## src/include/fir_macros.svh

```systemverilog
`ifndef FIR_MACROS_SVH
`define FIR_MACROS_SVH

// filter size
`define FIR_TAPS 32
`define FIR_DECIM 4

// word widths, samples and coefficients are Q1.15
`define FIR_SAMPLE_W 16
`define FIR_COEFF_W 16
`define FIR_ACC_W 40

// twice the taps so late writes never hit the live window
`define FIR_RING_DEPTH 64

`endif

```

## src/rtl/fir_types_pkg.sv

```systemverilog
`include "fir_macros.svh"

package fir_types_pkg;

  typedef logic signed [`FIR_SAMPLE_W-1:0] sample_t;
  typedef logic signed [`FIR_COEFF_W-1:0] coeff_t;

  // full Q2.30 product of one tap
  typedef logic signed [`FIR_SAMPLE_W+`FIR_COEFF_W-1:0] prod_t;

  typedef logic signed [`FIR_ACC_W-1:0] acc_t;

  // bits above the result that must all match its sign
  localparam int unsigned acc_guard_w = `FIR_ACC_W - `FIR_SAMPLE_W - `FIR_COEFF_W + 1;

  typedef struct packed {
    logic [acc_guard_w-1:0] guard;
    sample_t result;
    logic [`FIR_COEFF_W-2:0] fraction;
  } acc_fields_t;

  // one accumulator word, summed as raw and sliced as fields
  typedef union packed {
    acc_t raw;
    acc_fields_t fields;
  } acc_word_u;

  typedef logic [$clog2(`FIR_TAPS)-1:0] tap_addr_t;
  typedef logic [$clog2(`FIR_RING_DEPTH)-1:0] ring_addr_t;

endpackage

```

## src/rtl/fir_ctrl_pkg.sv

```systemverilog
package fir_ctrl_pkg;

  // one coefficient write from the load port
  typedef struct packed {
    logic valid;
    fir_types_pkg::tap_addr_t addr;
    fir_types_pkg::coeff_t data;
  } coeff_wr_t;

  // one tap of the dot product
  typedef struct packed {
    logic valid;
    logic first;
    logic last;
  } mac_step_t;

endpackage

```

## src/rtl/coeff_bank.sv

```systemverilog
`include "fir_macros.svh"

module coeff_bank (
  input  logic                      clk,
  input  logic                      nrst,
  input  fir_ctrl_pkg::coeff_wr_t   wr,
  input  logic                      rd_en,
  input  fir_types_pkg::tap_addr_t  rd_addr,
  output fir_types_pkg::coeff_t     coeff
);

  fir_types_pkg::coeff_t regs [`FIR_TAPS];

  // write port
  always_ff @(posedge clk or negedge nrst) begin
    if (!nrst) begin
      for (int i = 0; i < `FIR_TAPS; i++) begin
        regs[i] <= '0;
      end
    end else if (wr.valid) begin
      regs[wr.addr] <= wr.data;
    end
  end

  // registered read, one clock after rd_en
  always_ff @(posedge clk) begin
    if (rd_en) begin
      coeff <= regs[rd_addr];
    end
  end

  ////////////////////////////////////////
  // checks

  // coefficients may only change between dot products
  a_no_wr_during_rd: assert property (
    @(posedge clk) disable iff (!nrst)
    rd_en |-> !wr.valid
  ) else $error("coefficient write while the sequencer is reading");

endmodule

```

## src/rtl/sample_ring.sv

```systemverilog
`include "fir_macros.svh"

module sample_ring (
  input  logic                      clk,
  input  logic                      nrst,
  input  logic                      valid_in,
  input  fir_types_pkg::sample_t    din,
  input  logic                      rd_en,
  input  fir_types_pkg::tap_addr_t  rd_back,
  output logic                      decim_tick,
  output logic                      ring_full,
  output fir_types_pkg::sample_t    sample
);

  localparam int phase_w = $clog2(`FIR_DECIM);
  localparam logic [phase_w-1:0] last_phase = phase_w'(`FIR_DECIM - 1);
  localparam int fill_w = $clog2(`FIR_TAPS + 1);
  localparam logic [fill_w-1:0] fill_max = fill_w'(`FIR_TAPS);

  fir_types_pkg::sample_t mem [`FIR_RING_DEPTH];

  fir_types_pkg::ring_addr_t wr_ptr;
  fir_types_pkg::ring_addr_t newest;
  fir_types_pkg::ring_addr_t rd_ptr;
  logic [phase_w-1:0] phase;
  logic [fill_w-1:0] fill;

  always_ff @(posedge clk) begin
    if (valid_in) begin
      mem[wr_ptr] <= din;
    end
  end

  ////////////////////////////////////////
  // pointers and decimation phase

  always_ff @(posedge clk or negedge nrst) begin
    if (!nrst) begin
      wr_ptr <= '0;
      newest <= '0;
      phase <= '0;
      fill <= '0;
      decim_tick <= 1'b0;
    end else begin
      decim_tick <= 1'b0;
      if (valid_in) begin
        wr_ptr <= wr_ptr + 1'b1;
        if (fill != fill_max) begin
          fill <= fill + 1'b1;
        end
        if (phase == last_phase) begin
          phase <= '0;
          decim_tick <= 1'b1;
          // freeze the window on the sample just written
          newest <= wr_ptr;
        end else begin
          phase <= phase + 1'b1;
        end
      end
    end
  end

  assign ring_full = (fill == fill_max);

  // tap k reads k samples behind the newest
  assign rd_ptr = newest - fir_types_pkg::ring_addr_t'(rd_back);

  always_ff @(posedge clk) begin
    if (rd_en) begin
      sample <= mem[rd_ptr];
    end
  end

endmodule

```

## src/rtl/tap_sequencer.sv

```systemverilog
`include "fir_macros.svh"

module tap_sequencer (
  input  logic                      clk,
  input  logic                      nrst,
  input  logic                      decim_tick,
  output logic                      rd_en,
  output fir_types_pkg::tap_addr_t  tap_addr,
  output fir_ctrl_pkg::mac_step_t   step
);

  localparam fir_types_pkg::tap_addr_t last_tap = fir_types_pkg::tap_addr_t'(`FIR_TAPS - 1);

  logic busy;
  fir_types_pkg::tap_addr_t tap_cnt;
  fir_ctrl_pkg::mac_step_t issued;

  ////////////////////////////////////////
  // tap walker

  always_ff @(posedge clk or negedge nrst) begin
    if (!nrst) begin
      busy <= 1'b0;
      tap_cnt <= '0;
    end else if (decim_tick) begin
      busy <= 1'b1;
      tap_cnt <= '0;
    end else if (busy) begin
      if (tap_cnt == last_tap) begin
        busy <= 1'b0;
        tap_cnt <= '0;
      end else begin
        tap_cnt <= tap_cnt + 1'b1;
      end
    end
  end

  // both stores see the same address
  assign rd_en = busy;
  assign tap_addr = tap_cnt;

  always_comb begin
    issued.valid = busy;
    issued.first = busy && (tap_cnt == '0);
    issued.last = busy && (tap_cnt == last_tap);
  end

  // one register to match the read latency of the stores
  always_ff @(posedge clk or negedge nrst) begin
    if (!nrst) begin
      step <= '0;
    end else begin
      step <= issued;
    end
  end

  ////////////////////////////////////////
  // checks

  // input rate rule, a group must not end before the walk is done
  a_tick_when_idle: assert property (
    @(posedge clk) disable iff (!nrst)
    decim_tick |-> !busy
  ) else $error("decimation tick while taps are still being walked");

endmodule

```

## src/rtl/mac_round_sat.sv

```systemverilog
`include "fir_macros.svh"

module mac_round_sat (
  input  logic                     clk,
  input  logic                     nrst,
  input  fir_ctrl_pkg::mac_step_t  step,
  input  fir_types_pkg::sample_t   sample,
  input  fir_types_pkg::coeff_t    coeff,
  input  logic                     ring_full,
  output logic                     valid_out,
  output fir_types_pkg::sample_t   dout
);

  // half an output lsb, below bit 15
  localparam fir_types_pkg::acc_t round_half =
    fir_types_pkg::acc_t'(1) <<< (`FIR_COEFF_W - 2);
  localparam fir_types_pkg::sample_t sat_max = {1'b0, {(`FIR_SAMPLE_W-1){1'b1}}};
  localparam fir_types_pkg::sample_t sat_min = {1'b1, {(`FIR_SAMPLE_W-1){1'b0}}};

  fir_types_pkg::prod_t product;
  fir_types_pkg::acc_t acc_next;
  fir_types_pkg::acc_word_u acc;
  fir_types_pkg::sample_t sat_val;
  logic done;
  logic in_dot;

  ////////////////////////////////////////
  // multiply-accumulate

  assign product = sample * coeff;

  always_comb begin
    if (step.first) begin
      acc_next = fir_types_pkg::acc_t'(product);
    end else begin
      acc_next = acc.raw + fir_types_pkg::acc_t'(product);
    end
    if (step.last) begin
      acc_next = acc_next + round_half;
    end
  end

  always_ff @(posedge clk) begin
    if (step.valid) begin
      acc.raw <= acc_next;
    end
  end

  always_ff @(posedge clk or negedge nrst) begin
    if (!nrst) begin
      done <= 1'b0;
      in_dot <= 1'b0;
    end else begin
      done <= step.valid && step.last;
      if (step.valid && step.last) begin
        in_dot <= 1'b0;
      end else if (step.valid && step.first) begin
        in_dot <= 1'b1;
      end
    end
  end

  ////////////////////////////////////////
  // rounding output and saturation

  always_comb begin
    if (acc.fields.guard ==
        {fir_types_pkg::acc_guard_w{acc.fields.result[`FIR_SAMPLE_W-1]}}) begin
      sat_val = acc.fields.result;
    end else if (acc.fields.guard[fir_types_pkg::acc_guard_w-1]) begin
      sat_val = sat_min;
    end else begin
      sat_val = sat_max;
    end
  end

  // nothing leaves until the window holds real samples
  always_ff @(posedge clk or negedge nrst) begin
    if (!nrst) begin
      valid_out <= 1'b0;
      dout <= '0;
    end else begin
      valid_out <= done && ring_full;
      if (done && ring_full) begin
        dout <= sat_val;
      end
    end
  end

  a_last_after_first: assert property (
    @(posedge clk) disable iff (!nrst)
    (step.valid && step.last) |-> (step.first || in_dot)
  ) else $error("last tap without a first tap");

endmodule

```

## src/rtl/fir_decimator_top.sv

```systemverilog
module fir_decimator_top (
  input  logic                      clk,
  input  logic                      nrst,
  input  logic                      valid_in,
  input  fir_types_pkg::sample_t    din,
  input  logic                      c_we,
  input  fir_types_pkg::tap_addr_t  c_addr,
  input  fir_types_pkg::coeff_t     c_in,
  output logic                      valid_out,
  output fir_types_pkg::sample_t    dout
);

  fir_ctrl_pkg::coeff_wr_t coeff_wr;
  fir_ctrl_pkg::mac_step_t step;
  fir_types_pkg::tap_addr_t tap_addr;
  fir_types_pkg::coeff_t coeff;
  fir_types_pkg::sample_t sample;
  logic rd_en;
  logic decim_tick;
  logic ring_full;

  assign coeff_wr = '{valid: c_we, addr: c_addr, data: c_in};

  ////////////////////////////////////////
  // input side

  coeff_bank u_coeff_bank (
    .clk     (clk),
    .nrst    (nrst),
    .wr      (coeff_wr),
    .rd_en   (rd_en),
    .rd_addr (tap_addr),
    .coeff   (coeff)
  );

  sample_ring u_sample_ring (
    .clk        (clk),
    .nrst       (nrst),
    .valid_in   (valid_in),
    .din        (din),
    .rd_en      (rd_en),
    .rd_back    (tap_addr),
    .decim_tick (decim_tick),
    .ring_full  (ring_full),
    .sample     (sample)
  );

  ////////////////////////////////////////
  // processing and output

  tap_sequencer u_tap_sequencer (
    .clk        (clk),
    .nrst       (nrst),
    .decim_tick (decim_tick),
    .rd_en      (rd_en),
    .tap_addr   (tap_addr),
    .step       (step)
  );

  mac_round_sat u_mac_round_sat (
    .clk       (clk),
    .nrst      (nrst),
    .step      (step),
    .sample    (sample),
    .coeff     (coeff),
    .ring_full (ring_full),
    .valid_out (valid_out),
    .dout      (dout)
  );

endmodule

```

## config.mk

```make
export PLATFORM = sky130hd
export DESIGN_NAME = fir_decimator_top
export DESIGN_NICKNAME = d
export VERILOG_FILES = /design/src/rtl/fir_types_pkg.sv /design/src/rtl/fir_ctrl_pkg.sv /design/src/rtl/coeff_bank.sv /design/src/rtl/sample_ring.sv /design/src/rtl/tap_sequencer.sv /design/src/rtl/mac_round_sat.sv /design/src/rtl/fir_decimator_top.sv
export VERILOG_INCLUDE_DIRS = /design/src /design/src/include
export SDC_FILE = /design/constraint.sdc
export NUM_CORES = 2
export LEC_CHECK = 0
export BUFFER_PORTS_ARGS = -buffer_cell sky130_fd_sc_hd__buf_2
export CAP_MARGIN = 40
export CORE_UTILIZATION = 38
export CTS_BUF_LIST = sky130_fd_sc_hd__clkbuf_2
export CTS_CLUSTER_DIAMETER = 40
export DETAILED_ROUTE_END_ITERATION = 10
export HOLD_SLACK_MARGIN = 0.08
export PLACE_DENSITY = 0.56
export SYNTH_ARGS = -nofsm -noshare
export SYNTH_HDL_FRONTEND = slang
export SYNTH_SLANG_ARGS = --single-unit
```

## constraint.sdc

```tcl
create_clock -name clk -period 12.9 [get_ports clk]
set_clock_uncertainty 0.2 [all_clocks]
set_input_delay 2.58 -clock clk [delete_from_list [all_inputs] [get_ports clk]]
set_output_delay 2.58 -clock clk [all_outputs]
set_load 0.005 [all_outputs]
```

==> impl_metrics.csv <==
group,metric,value,unit
setup_path,endpoint_kind,"flop",
layout,final_cell_area,88330,um2
sta,unrepaired_setup_endpoints_after_global_routing,"no",
route,vias,43940,
sta,period_share,0.8219,
layout,commonest_non_fill_non_tap_cells_in_the_layout,"1,096 x sky130_fd_sc_hd__edfxtp_1, 663 x sky130_fd_sc_hd__clkbuf_2, 554 x sky130_fd_sc_hd__dfrtp_1",
clocking,cts_setup_buffers,0,
layout,ratio_of_cells_with_drive_above_1_in_the_final_layout,0.3581,
floorplanning,pin_count,58,
synth,synth-seq-cells,1656,
synth,synth.net_count,5307,
layout,n_fill_cell,19160,
clocking,cts-resized-gates,0,
setup_path,worst-path-max-fanout,16,
setup_path,slowest_delay,0.76,ns
route,drt_iter0_drc,3128,
floorplanning,initial_standard_cell_utilization_of_the_core,0.3822,
clocking,cts_tree,"yes",
clocking,cts_max_level,5,
clocking,cts_clk_pin_slew_worst_paths,0.09,ns
synth,mappedNetlistArea,80090,um2
outcome,outcome,"finished, final reports clean",
setup_path,timing.critical_path.from_type,"flop",
placement,place_area,84550,um2
clocking,cts_made_buffers,441,
run,max-cap-violations,0,
sta,final_max_slew_violation_count,0,
floorplanning,row_cnt,168,
setup_path,cp.required,14.01,ns
route,detailedRoute.firstPassIterationCount,5,
clocking,skew_pair_late_insertion_delay,1.83,ns
synth,netlist_instances,4865,
synth,synth_cell_types,87,
route,antenna_violating_nets_post_route,0,
sta,max-slew-margin-rel,0.2859,
synth,share_of_the_yosys_chip_area_belonging_to_registers,0.5859,
synth,post_synth.cell_area_avg,16.46,um2
placement,dpl.hpwl,119400,um
layout,area_growth,10.30,%
floorplanning,floorplan.die.width,461.1,um
placement,portBuffers,57,
setup_path,cp_data_arrival_time,11.71,ns
placement,place.detailed.instances,7608,
layout,mostFrequentLayoutCell,"sky130_fd_sc_hd__edfxtp_1",
route,drc_errors,0,
synth,synth-async-reset-ratio,0.3382,
sta,finalWorstPathRequiredPeriod,10.60,ns
setup_path,critPathMostFrequentCell,"sky130_fd_sc_hd__fa_1",
route,drt-wirelength-per-cell,23.26,um
synth,dominantRegCellSynth,"sky130_fd_sc_hd__edfxtp_1",
grt,grt_pass1_vias,46740,
layout,fin_util,0.4215,
layout,fin_nets,5688,
setup_path,critPathSlowestCell,"sky130_fd_sc_hd__fa_1",
grt,grt_use_total,0.1863,
worst_hold_path,min_path_type,"reg -> reg",
synth,synth.yosys.warnings,0,
clocking,root_buffer,"sky130_fd_sc_hd__clkbuf_2",
grt,pin_count_of_the_biggest_net_entering_global_routing,173,
layout,stdcell_count,8376,
floorplanning,area_of_the_die,212600,um2
grt,grt_antenna_before_repair,4,
sta,finalHoldViolations,0,
grt,grt_overflow_total,0,
sta,maxClockFrequency,0.09431,GHz
setup_path,setup.worst_path.class,"reg -> reg",
floorplanning,fp.dieH,461.1,um
grt,grt_first_pass_wirelength,296300,um
clocking,cts.sink_count,1656,
floorplanning,placeableCoreArea,209600,um2
sta,setup-tns-final,0,ns
synth,synth_edf_count,1096,
placement,gpl.final_weighted_congestion,0.8186,
route,drt_wl_total,194800,um
clocking,postCtsHoldBufs,0,
sta,setup_violations,0,
clocking,clockBufferDepth,4,
route,post_drt_via_cell_ratio,5.246,
sta,max_slew.worst_pin.slew,1.071,ns
[cell type report]
cell class              instances  area [um2]  area share
repair buffers                211        1863     0.02109
well taps                    2805        3510     0.03973
flip-flops and latches       1656       46940      0.5314
multi-input cells            2622       31060      0.3516
clock buffers                 663        3318     0.03756
inverters                     314        1179     0.01334
diodes                          9       22.52   0.0002550
clock inverters                96       446.7    0.005057
[stage by stage]
step / worst slack, ns / hold WS, ns
after floorplan: 3.282 / 0.2415
after global placement: 2.690 / 0.2528
after detailed placement: 2.555 / 0.2610
after CTS: 2.361 / 0.2792
after global routing: 1.590 / 0.2962
final: 2.297 / 0.2743
[flip-flops by register name, indices dropped and copies added (netlist names)]
signal                     cells
u_sample_ring.decim_tick       1
u_tap_sequencer.step           3
u_sample_ring.fill             6
u_coeff_bank.coeff            16
u_sample_ring.phase            2
u_coeff_bank.regs            512
u_sample_ring.newest           6
u_tap_sequencer.rd_en          1
u_tap_sequencer.tap_addr       5
u_mac_round_sat.valid_out      1
u_mac_round_sat.dout          16
u_mac_round_sat.done           1
u_mac_round_sat.acc           40
u_sample_ring.sample          16
u_sample_ring.mem           1024
u_sample_ring.wr_ptr           6
[final timing paths]
path / cells after the start / slack, ns / endpoint / from
setup / recovery: 31 / 2.30 / u_mac_round_sat.acc[39] / u_sample_ring.sample[15]
hold / removal: 1 / 0.27 / u_mac_round_sat.dout[2] / u_mac_round_sat.dout[2]
setup reg to reg: 31 / 2.30 / u_mac_round_sat.acc[39] / u_sample_ring.sample[15]
hold reg to reg: 1 / 0.27 / u_mac_round_sat.dout[2] / u_mac_round_sat.dout[2]
max in group asynchronous: 4 / 9.32 / u_tap_sequencer.tap_addr[1] / nrst
min in group asynchronous: 1 / 0.74 / u_coeff_bank.regs[449] / nrst
[worst max-delay path, delay by kind of cell (launching register included)]
kind	cells	cell delay, ns
fa+ha+maj	8	4.08
simple gates	9	2.41
compound gates	9	2.14
flops	1	0.63
xor+xnor	1	0.36
buf+inv	4	0.32
[metal layers]
metal | up-vias | wire length, um | GRT usage
met5 | - | 0 | 0
met4 | 0 | 3896 | 0.05544
met3 | 291 | 9176 | 0.03168
met2 | 1238 | 95710 | 0.3057
met1 | 23100 | 86020 | 0.2536
li1 | 19310 | - | -
[synth_stat cells, drive strengths merged, types with 33 or more instances]
cell / count / area share
edfxtp: 1096 / 0.41
mux2: 532 / 0.075
and2: 131 / 0.010
nand3: 33 / 0.0021
buf: 52 / 0.0026
fa: 264 / 0.066
a21oi: 103 / 0.0067
inv: 313 / 0.015
o21ai: 73 / 0.0046
ha: 137 / 0.021
nor2: 170 / 0.0080
xor2: 36 / 0.0040
nand2: 272 / 0.013
mux4: 496 / 0.14
clkbuf: 221 / 0.010
xnor2: 59 / 0.0065
a21o: 40 / 0.0037
dfrtp: 560 / 0.17
[kinds of logic after synthesis]
| kind of cell | Yosys count | synth area share |
|---|---|---|
| adder cells (fa/ha/maj) | 401 | 0.08739 |
| multiplexers | 1035 | 0.2152 |
| XOR/XNOR | 95 | 0.01048 |
| flip-flops | 1656 | 0.5859 |
| buffers and inverters | 587 | 0.02768 |
| AND/OR/NAND/NOR | 760 | 0.04588 |
| AO/OA/AOI/OAI | 331 | 0.02748 |
Power is left out: the tool's default activity adds up to more than one toggle a clock period on the data nets, which glitch-free logic cannot reach.
